==> src/lc3b_types.sv <==
package lc3b_types;

typedef logic [15:0] lc3b_word;
typedef logic [2:0] lc3b_reg;
typedef logic [2:0] lc3b_nzp;

// condition codes after reset read zero.
localparam lc3b_nzp cc_reset = 3'b010;
localparam int queue_depth = 2;

typedef enum logic [3:0] {
    op_br  = 4'b0000,
    op_add = 4'b0001,
    op_ldb = 4'b0010,
    op_stb = 4'b0011,
    op_and = 4'b0101,
    op_ldr = 4'b0110,
    op_str = 4'b0111,
    op_not = 4'b1001,
    op_jmp = 4'b1100,
    op_shf = 4'b1101,
    op_lea = 4'b1110
} lc3b_opcode;

typedef enum logic [2:0] {
    alu_add,
    alu_and,
    alu_not,
    alu_pass,
    alu_sll,
    alu_srl,
    alu_sra
} lc3b_aluop;

typedef enum logic {
    addr1_npc,
    addr1_sr1
} lc3b_addr1_sel;

typedef enum logic [1:0] {
    addr2_zero,
    addr2_off6,
    addr2_off9
} lc3b_addr2_sel;

typedef enum logic [1:0] {
    sr2_reg,
    sr2_imm5,
    sr2_amount4
} lc3b_sr2_sel;

// one instruction word, read in whichever format its opcode implies.
typedef union packed {
    struct packed {
        lc3b_opcode opcode;
        lc3b_reg dr;
        lc3b_reg sr1;
        logic imm_flag;
        logic [1:0] unused;
        lc3b_reg sr2;
    } reg_form;
    struct packed {
        lc3b_opcode opcode;
        lc3b_reg dr;
        lc3b_reg sr1;
        logic imm_flag;
        logic [4:0] imm5;
    } imm_form;
    struct packed {
        lc3b_opcode opcode;
        lc3b_reg dr;
        lc3b_reg sr1;
        // bit 1 arithmetic, bit 0 right.
        logic [1:0] dir;
        logic [3:0] amount4;
    } shift_form;
    struct packed {
        lc3b_opcode opcode;
        lc3b_reg dr;
        lc3b_reg base;
        logic [5:0] offset6;
    } offset6_form;
    struct packed {
        lc3b_opcode opcode;
        lc3b_nzp nzp;
        logic [8:0] pcoffset9;
    } pcoffset9_form;
} lc3b_instr;

typedef struct packed {
    lc3b_opcode opcode;
    lc3b_aluop aluop;
    logic load_cc;
    logic mem_read;
    logic mem_write;
    logic byte_access;
    lc3b_addr1_sel addr1_sel;
    lc3b_addr2_sel addr2_sel;
    logic lshf_enable;
    lc3b_sr2_sel sr2_sel;
    logic is_branch;
    logic is_jump;
} lc3b_control_word;

typedef struct packed {
    lc3b_word npc;
    lc3b_instr instruction;
    lc3b_word sr1_val;
    lc3b_word sr2_val;
} fetch_packet;

typedef struct packed {
    lc3b_control_word cw;
    lc3b_word npc;
    lc3b_instr instruction;
    lc3b_word sr1_val;
    lc3b_word sr2_val;
    lc3b_reg dr;
} decode_packet;

typedef struct packed {
    lc3b_opcode opcode;
    lc3b_reg dr;
    lc3b_word result;
    lc3b_word address;
    logic mem_read;
    logic mem_write;
    logic byte_access;
    logic br_taken;
    lc3b_nzp cc;
} mem_packet;

endpackage : lc3b_types
==> src/lc3b_pipe.sv <==
module lc3b_pipe
(
    input clk,
    input reset,

    input fetch_valid,
    input lc3b_types::fetch_packet fetch,
    input mem_stall,

    output logic fetch_stall,
    output logic mem_valid,
    output lc3b_types::mem_packet mem
);

import lc3b_types::*;

logic dec_valid;
decode_packet dec;
logic head_valid;
decode_packet head;
logic pop;

decode decode_inst
(
    .clk,
    .reset,
    .fetch_valid,
    .fetch,
    .stall(fetch_stall),
    .dec_valid,
    .dec
);

// the queue's full level doubles as the fetch stall.
stage_queue stage_queue_inst
(
    .clk,
    .reset,
    .in_valid(dec_valid),
    .in(dec),
    .full(fetch_stall),
    .pop,
    .head_valid,
    .head
);

execute execute_inst
(
    .clk,
    .reset,
    .head_valid,
    .head,
    .mem_stall,
    .pop,
    .mem_valid,
    .mem
);

endmodule : lc3b_pipe

==> src/execute.sv <==
module execute
(
    input clk,
    input reset,

    input head_valid,
    input lc3b_types::decode_packet head,
    input mem_stall,
    output logic pop,

    output logic mem_valid,
    output lc3b_types::mem_packet mem
);

import lc3b_types::*;

lc3b_control_word cw;
lc3b_instr ir;

lc3b_word addr1;
lc3b_word addr2;
lc3b_word offset;
lc3b_word address;
lc3b_word alu_b;
lc3b_word alu_f;
lc3b_word result;

lc3b_nzp cc;
lc3b_nzp cc_next;
logic br_taken;

assign cw = head.cw;
assign ir = head.instruction;

assign pop = head_valid && !mem_stall;

assign addr1 = (cw.addr1_sel == addr1_sr1) ? head.sr1_val : head.npc;

always_comb
begin
    case (cw.addr2_sel)
        addr2_off6:
            addr2 = {{10{ir.offset6_form.offset6[5]}}, ir.offset6_form.offset6};
        addr2_off9:
            addr2 = {{7{ir.pcoffset9_form.pcoffset9[8]}}, ir.pcoffset9_form.pcoffset9};
        default:
            addr2 = 16'h0000;
    endcase
end

assign offset = cw.lshf_enable ? {addr2[14:0], 1'b0} : addr2;

// jmp selects sr1 with a zero offset, so its target is the base itself.
assign address = addr1 + offset;

always_comb
begin
    case (cw.sr2_sel)
        sr2_imm5:
            alu_b = {{11{ir.imm_form.imm5[4]}}, ir.imm_form.imm5};
        sr2_amount4:
            alu_b = {12'h000, ir.shift_form.amount4};
        default:
            alu_b = head.sr2_val;
    endcase
end

alu alu_inst
(
    .aluop(cw.aluop),
    .a(head.sr1_val),
    .b(alu_b),
    .f(alu_f)
);

always_comb
begin
    if (cw.opcode == op_lea)
        result = address;
    else if (cw.mem_write)
        result = head.sr2_val;
    else
        result = alu_f;
end

always_comb
begin
    cc_next = cc;
    if (cw.load_cc)
    begin
        if (result[15])
            cc_next = 3'b100;
        else if (result == 16'h0000)
            cc_next = 3'b010;
        else
            cc_next = 3'b001;
    end
end

// jmp always redirects fetch.
assign br_taken = cw.is_jump || (cw.is_branch && ((ir.pcoffset9_form.nzp & cc) != 3'b000));

always_ff @(posedge clk)
begin
    if (reset)
        cc <= cc_reset;
    else if (pop)
        cc <= cc_next;
end

always_ff @(posedge clk)
begin
    if (reset)
        mem_valid <= 1'b0;
    else if (!mem_stall)
        mem_valid <= head_valid;
end

always_ff @(posedge clk)
begin
    if (pop)
    begin
        mem.opcode <= cw.opcode;
        mem.dr <= head.dr;
        mem.result <= result;
        mem.address <= address;
        mem.mem_read <= cw.mem_read;
        mem.mem_write <= cw.mem_write;
        mem.byte_access <= cw.byte_access;
        mem.br_taken <= br_taken;
        mem.cc <= cc_next;
    end
end

endmodule : execute

==> src/alu.sv <==
module alu
(
    input lc3b_types::lc3b_aluop aluop,
    input lc3b_types::lc3b_word a,
    input lc3b_types::lc3b_word b,
    output lc3b_types::lc3b_word f
);

import lc3b_types::*;

always_comb
begin
    case (aluop)
        alu_add:
            f = a + b;
        alu_and:
            f = a & b;
        alu_not:
            f = ~a;
        // shifts use only the low four bits of b.
        alu_sll:
            f = a << b[3:0];
        alu_srl:
            f = a >> b[3:0];
        alu_sra:
            f = lc3b_word'($signed(a) >>> b[3:0]);
        default:
            f = b;
    endcase
end

endmodule : alu

==> src/stage_queue.sv <==
module stage_queue
(
    input clk,
    input reset,

    input in_valid,
    input lc3b_types::decode_packet in,
    output logic full,

    input pop,
    output logic head_valid,
    output lc3b_types::decode_packet head
);

import lc3b_types::*;

decode_packet slots [queue_depth];
logic rd_ptr;
logic wr_ptr;
logic [1:0] count;
logic push;

// a pop on a full queue frees the slot for this edge's write.
assign full = (count == 2'(queue_depth)) && !pop;
assign push = in_valid && !full;

assign head_valid = (count != 2'd0);
assign head = slots[rd_ptr];

always_ff @(posedge clk)
begin
    if (push)
        slots[wr_ptr] <= in;
end

always_ff @(posedge clk)
begin
    if (reset)
    begin
        rd_ptr <= 1'b0;
        wr_ptr <= 1'b0;
        count <= 2'd0;
    end
    else
    begin
        if (push)
            wr_ptr <= wr_ptr + 1'b1;
        if (pop)
            rd_ptr <= rd_ptr + 1'b1;
        case ({push, pop})
            2'b10: count <= count + 2'd1;
            2'b01: count <= count - 2'd1;
            default: count <= count;
        endcase
    end
end

endmodule : stage_queue

==> src/decode.sv <==
module decode
(
    input clk,
    input reset,

    input fetch_valid,
    input lc3b_types::fetch_packet fetch,
    input stall,

    output logic dec_valid,
    output lc3b_types::decode_packet dec
);

import lc3b_types::*;

lc3b_instr ir;
lc3b_control_word cw;

assign ir = fetch.instruction;

always_comb
begin
    cw.opcode = ir.reg_form.opcode;
    cw.aluop = alu_pass;
    cw.load_cc = 1'b0;
    cw.mem_read = 1'b0;
    cw.mem_write = 1'b0;
    cw.byte_access = 1'b0;
    cw.addr1_sel = addr1_npc;
    cw.addr2_sel = addr2_zero;
    cw.lshf_enable = 1'b0;
    cw.sr2_sel = sr2_reg;
    cw.is_branch = 1'b0;
    cw.is_jump = 1'b0;

    case (ir.reg_form.opcode)
        op_add, op_and:
        begin
            cw.aluop = (ir.reg_form.opcode == op_add) ? alu_add : alu_and;
            cw.load_cc = 1'b1;
            if (ir.imm_form.imm_flag)
                cw.sr2_sel = sr2_imm5;
        end
        op_not:
        begin
            cw.aluop = alu_not;
            cw.load_cc = 1'b1;
        end
        op_shf:
        begin
            cw.load_cc = 1'b1;
            cw.sr2_sel = sr2_amount4;
            if (!ir.shift_form.dir[0])
                cw.aluop = alu_sll;
            else if (ir.shift_form.dir[1])
                cw.aluop = alu_sra;
            else
                cw.aluop = alu_srl;
        end
        op_lea:
        begin
            cw.load_cc = 1'b1;
            cw.addr2_sel = addr2_off9;
            cw.lshf_enable = 1'b1;
        end
        op_ldr, op_str, op_ldb, op_stb:
        begin
            cw.mem_read = (ir.reg_form.opcode == op_ldr) || (ir.reg_form.opcode == op_ldb);
            cw.mem_write = (ir.reg_form.opcode == op_str) || (ir.reg_form.opcode == op_stb);
            cw.byte_access = (ir.reg_form.opcode == op_ldb) || (ir.reg_form.opcode == op_stb);
            cw.addr1_sel = addr1_sr1;
            cw.addr2_sel = addr2_off6;
            // word accesses scale the offset, byte accesses do not.
            cw.lshf_enable = !cw.byte_access;
        end
        op_br:
        begin
            cw.is_branch = 1'b1;
            cw.addr2_sel = addr2_off9;
            cw.lshf_enable = 1'b1;
        end
        op_jmp:
        begin
            cw.is_jump = 1'b1;
            cw.addr1_sel = addr1_sr1;
        end
        default:
        begin
            // unsupported encodings pass through as a no-op.
            cw.aluop = alu_pass;
        end
    endcase
end

always_ff @(posedge clk)
begin
    if (reset)
        dec_valid <= 1'b0;
    else if (!stall)
        dec_valid <= fetch_valid;
end

always_ff @(posedge clk)
begin
    if (!stall)
    begin
        dec.cw <= cw;
        dec.npc <= fetch.npc;
        dec.instruction <= fetch.instruction;
        dec.sr1_val <= fetch.sr1_val;
        dec.sr2_val <= fetch.sr2_val;
        dec.dr <= ir.reg_form.dr;
    end
end

endmodule : decode

==> config.mk <==
export PLATFORM = sky130hd
export DESIGN_NAME = lc3b_pipe
export DESIGN_NICKNAME = d
export VERILOG_FILES = /design/src/lc3b_types.sv /design/src/lc3b_pipe.sv /design/src/execute.sv /design/src/alu.sv /design/src/stage_queue.sv /design/src/decode.sv
export SDC_FILE = /design/constraint.sdc
export NUM_CORES = 1
export LEC_CHECK = 0
export BUFFER_PORTS_ARGS = -buffer_cell sky130_fd_sc_hd__buf_2
export CAP_MARGIN = 20
export CORE_MARGIN = 1.5
export CORE_UTILIZATION = 54
export DETAILED_ROUTE_END_ITERATION = 16
export HOLD_SLACK_MARGIN = 0.1
export PLACE_DENSITY_LB_ADDON = 0.12
export SYNTH_ARGS = -nofsm -noshare
export SYNTH_HDL_FRONTEND = slang
export SYNTH_SLANG_ARGS = --single-unit
export TNS_END_PERCENT = 50
==> constraint.sdc <==
create_clock -name clk -period 11.2 [get_ports clk]
set_clock_uncertainty 0.15 [all_clocks]
set_input_delay 2.24 -clock clk [delete_from_list [all_inputs] [get_ports clk]]
set_output_delay 2.24 -clock clk [all_outputs]
set_load 0.01 [all_outputs]
# After elaboration in Yosys (flattened, before gate mapping)
# Memory sizes are Yosys's and may differ from the RTL's. A register that Yosys moved wholly into a read port is not among the register bits.
# Cells that the tools add are included.
classes:
  bitwise: 3
  n_reduce_logical: 23
  shift: 3
  n_eq_ne: 23
  n_addsub: 6
  mux: 26
ops:
  columns: ["cell", "n"]
  rows:
  - ["$pmux 16 s6", 1]
  - ["$mux 16", 4]
  - ["$pmux 16 s2", 2]
  - ["$add 16x16->16", 2]
  - ["$eq 4x4->1 const B", 5]
  - ["$and 16x16->16", 1]
  - ["$logic_not 16->1", 1]
  - ["$not 16->16", 1]
  - ["$shl 16x4->16", 1]
  - ["$shr 16x4->16", 1]
  - ["$sshr 16x4->16", 1]
  - ["$eq 4x3->1 const B", 3]
  - ["$mux 1", 10]
  - ["$reduce_or 5->1", 2]
  - ["$eq 3x3->1 const B", 3]
  - ["$pmux 3 s3", 1]
  - ["$eq 2x2->1 const B", 4]
  - ["$eq 4x2->1 const B", 2]
  - ["$pmux 2 s2", 2]
  - ["$eq 2x1->1 const B", 3]
  - ["$mux 2", 3]
  - ["$mux 3", 2]
  - ["$pmux 3 s2", 1]
  - ["$eq 4x1->1 const B", 1]
  - ["15 further kinds", 27]
totals:
  mem_count: 1
  regBits: 141
  in_bits: 68
  wordCells: 117
  output_inout_bits: 48
  ramBits: 172
memory_table:
  columns: ["memory", "words", "width", "rd", "rd_ports_with_merged_regs", "wr", "line_no", "source"]
  rows:
  - ["stage_queue_inst.slots", 2, 86, 1, 1, 1, "stage_queue.sv:17", "decode_packet slots [queue_depth];"]

# Depth between registers and ports, before layout
depth:
  word_depth: 10
  depth_mapped: 28
  ltp_nobuf: 18

# By module
# A second synthesis with hierarchy kept.
hier_totals:
  cells_unflattened: 1157
  area_unflattened_um2: 15411.0
by_module_without_submodules:
  columns: ["module", "cells_each", "instances", "seq_area_each_um2", "area_each_um2"]
  rows:
  - ["stage_queue", 292, 1, 5265.0, 6447.4]
  - ["execute", 369, 1, 1461.4, 3582.2]
  - ["alu", 377, 1, 0.0, 2781.4]
  - ["decode", 119, 1, 2362.3, 2600.0]

# Worst setup path after synthesis
# OpenSTA, ideal clock, no wires.
synth_path:
  path_kind: "input to register"
  start: "in mem_stall"
  end: "mem stage_queue_inst.slots[0][10] (netlist bit) (enable)"
  required_ns: 10.536
  n_path_buf: 0
  setup_ns: 0.514
  cell_stages: 3
  arrival_time_ns: 8.022
  setup_slack_ns: 2.514
  path_cell_list: "nand3b_1 -> nand2_1 -> nor2_1"
synth_between:
  elab_chain_len: 8
synth_lines:
  columns: ["element", "line_no", "source"]
  rows:
  - ["start: declaration", "lc3b_pipe.sv:8", "input mem_stall,"]
  - ["$logic_not 1->1", null, null]
  - ["$logic_and 1x1->1", "execute.sv:35", "assign pop = head_valid && !mem_stall;"]
  - ["$logic_not 1->1", "stage_queue.sv:24", "assign full = (count == 2'(queue_depth)) && !pop;"]
  - ["$logic_and 1x1->1", "stage_queue.sv:24", null]
  - ["$logic_not 1->1", "stage_queue.sv:25", "assign push = in_valid && !full;"]
  - ["$logic_and 1x1->1", "stage_queue.sv:25", null]
  - ["$mux 1", "stage_queue.sv:32", "if (push)"]
  - ["$mux 1 (not written as such)", "stage_queue.sv:33", "slots[wr_ptr] <= in;"]
  - ["end: declaration", "stage_queue.sv:17", null]
# Every way passes these cells.

==> summary.txt <==
Flow run
  – Max-cap violations: 0

Setup path
  – Startpoint types: register
  – CP max stage cell: dfxtp_4
  – FF-to-FF setup slack: 4.22 ns
  – Req. time, crit path: between 10 and 15 ns
  – CP Class: reg2reg
  – CP peak stage delay: 0.77 ns
  – R2R cell count: 18
  – Crit path cell chain: nand2b_1 -> and2_1 -> inv_1 -> ha_1 -> o21ba_2 -> a22oi_4 -> inv_2 -> ha_1 -> a21o_1 -> a21oi_1 -> o21ai_2 -> a311o_1 -> a311o_1 -> a2111oi_1 -> a32oi_1 -> nor4_1 -> nand3_2 -> a22o_1
  – Crit-path max FO: 35
  – WP data arrival: 7.15 ns
  – Reg2Reg Capture Point: execute_inst.mem[0]
  – Worst Setup End Kind: register

STA
  – Fin Setup TNS: 0 ns
  – RSZ-0062 raised after global routing: no
  – Final Hold Fails: 0
  – Final setup viols: 0
  – Measured slew at the worst slew-check pin: 1.15 ns
  – Final Critical Period: 6.98 ns
  – FMAX: between 100 and 150 MHz
  – Slew Limit Fails: 0
  – Slew Limit Headroom: 22.2%
  – Crit share post-route: 62.3%

Clock tree
  – Root Buffer Master: clkbuf_16
  – Max Buffers Root-to-Sink: 3
  – CTS resizes: 0
  – CTS sink count: 290
  – Worst-path clk slew: 0.06 ns
  – Inserted Clock Buffers: 29
  – Worst skew pair latency: 0.57 ns
  – Hold_buf cts: 0
  – CTS tree: done
  – Post-CTS setup buffers: 0
  – CTS H-Tree Depth: 1

Layout
  – Post-Layout Inst Area: 16,600 sq um
  – Nets: 1,395
  – Synth-to-Final Area Change: 11.6%
  – Footprint of the multi-input gates: 5820 sq um
  – Antenna fix cells: 0
  – Layout fillers: 2,128
  – Share of cells above drive strength 1: 20.7%
  – Reg area: 8610 sq um

Synthesis
  – Async SR Flop Fraction: 0%
  – Synth Warn #: 0
  – Synthesized Nets: 1,292
  – Register area share after synthesis: 57.9%
  – Cell count after synthesis: between 1,000 and 1,500
  – Largest cells by area after synthesis: edfxtp_1 57%, mux2i_1 4.2%, ha_1 3.1%
  – #FFs+latches synth: 290
  – Most used DFF post-synth: edfxtp_1
  – Yosys cell types: 89
  – EDFF count, synth: 280
  – Post-Synthesis Mean Instance Area: roughly 13 sq um
  – Post-synth top area share: 56.5%
  – Cell taking the most area after synthesis: edfxtp_1
  – Syn Std Cell Area: 14,900 sq um

Pwr
  – PD cells: ~270 nW/um^2
  – Total power: between 4 and 5 mW
  – VDD IR max: 168 uV
  – Leak: between 6 and 7 nW

Die
  – Die width: 169 um
  – Die H: ~170 um
  – Initial Util: 55.0%
  – IO Count: about 120
  – Core footprint: between 20,000 and 30,000 sq um
  – Row count: 60
  – Total die area: 28,600 sq um

Place
  – Area after DPL: roughly 16,000 sq um
  – Detail Placement HPWL: 30,600 um
  – # port buffers: 115
  – GPL Wtd Cong: approximately 1

Route
  – Routed vias/inst: 6.49
  – Via count: 10,700
  – Drt initial violations: 1,173
  – DR WL/cell: 25.5 um
  – Drt total wl: 42,100 um
  – Drt first pass iters: 5
  – Final ANT Viol Nets: 0
  – DRC viols: 0

GRT
  – Largest net degree at the start of global routing: 62
  – Vias in the first global route: about 10,000
  – Initial antenna violation count: 1
  – First-pass GRT wire length: 62,400 um
  – GRT Resource Usage Total: 29.4%
  – Grt total ovfl: 0

Hold path
  – Worst Hold End: stage_queue_inst.slots[1][23]
  – Worst hold path depth: 0
  – Hold path start: decode_inst.dec[23]
  – Hold WC Path Type: reg2reg

Outcome
  – Status: complete, no violations
[layout make-up]
class                           instances  area share (%)
Clock buffer                           35            4.51
Clock inverter                         17           0.731
Inverter                               42           0.950
Multi-Input combinational cell        792            35.0
Sequential cell                       290            51.9
Tap cell                              341            2.57
Timing Repair Buffer                  134            4.33
[registers in the layout, indices dropped and copies added, names as in the netlist, named ones only]
signal,flops
execute_inst.mem,46
stage_queue_inst.slots,156
stage_queue_inst.wr_ptr,1
decode_inst.dec_valid,1
decode_inst.dec,78
stage_queue_inst.rd_ptr,1
execute_inst.mem_valid,1
stage_queue_inst.count,2
execute_inst.cc,3
[cells by family (layout without fill, tap and decap cells)]
group	after synthesis	after routing	share of synthesized area (%)
AOI/OAI and AO/OA	339	339	16.5
muxes	112	112	8.70
and+or+nand+nor	281	281	9.24
DFF	290	290	57.9
adders and majority gates	39	39	3.31
buffers and inverters	104	228	3.18
xor gates and xnor gates	21	21	1.24
[routing by layer]
metal / global-route usage [%] / vias up / wire [um]
met5: 0 / - / 0
met3: 4.63 / 99 / 3480
met4: 10.7 / 0 / 1690
met2: 44.1 / 528 / 18500
met1: 43.7 / 5212 / 18500
li1: - / 4871 / -
[how the worst max path moves through the flow]
stage | startpoint | end | slack (ns) | cells after the start
6_report | register | execute_inst.mem[0] | 4.22 | 18
5_1_grt | register | execute_inst.mem[1] | 3.73 | 18
4_1_cts | register | execute_inst.mem[0] | 4.34 | 18
3_5_place_dp | register | execute_inst.mem[0] | 4.38 | 18
3_3_place_gp | register | execute_inst.mem[0] | 4.46 | 18
2_1_floorplan | mem_stall | stage_queue_inst.slots[0][10] | 2.51 | 3
[cell usage after synthesis, types with 12 or more instances]
cell      number
edfxtp_1     280
nor3_1        13
a22oi_1       20
a21o_1        17
nor2_1        74
mux2i_1       62
nand2_1       87
buf_2         20
a31oi_1       17
inv_1         30
xnor2_1       14
clkbuf_1      28
nand3_1       25
mux2_2        35
a21oi_1       83
a211oi_1      30
ha_1          37
o21ai_0       37
or3_1         12
[cells in the final DEF (no fill, tap or decap), drive strengths merged, types with 26 or more instances in the layout]
| cell type | synthesis | routed |
|---|---|---|
| edfxtp | 280 | 280 |
| buf | 34 | 134 |
| nand2 | 87 | 87 |
| a21oi | 83 | 83 |
| nor2 | 74 | 74 |
| mux2i | 72 | 72 |
| inv | 41 | 42 |
| o21ai | 40 | 40 |
| ha | 37 | 37 |
| mux2 | 37 | 37 |
| clkbuf | 28 | 35 |
| a211oi | 30 | 30 |
| nand3 | 26 | 26 |
[per-stage QoR]
step,worst slack (ns),utilization (%),hold slack (ns),instances
after floorplan,2.51,-,0.271,1186
after global placement,4.46,58.2,0.272,1599
after detailed placement,4.38,58.2,0.280,1599
after CTS,4.34,61.4,0.293,1651
after global routing,3.73,61.4,0.300,1651
final,4.22,61.4,0.291,1651
[worst max-delay path: cells and delay by family, from the launching register on]
family / cells / cell delay [ns]
compound gates: 10 / 3.04
fa+ha+maj: 2 / 0.86
buf+inv: 2 / 0.84
simple gates: 4 / 1.02
flops: 1 / 0.77
[report_power, final]
part           total, mW  switching [mW]  internal, mW
Sequential          1.48          0.0713          1.40
Clock              0.892           0.394         0.498
Combinational       2.18            1.45         0.727
Total               4.55            1.92          2.63
Power figures use the tool's default switching activity.
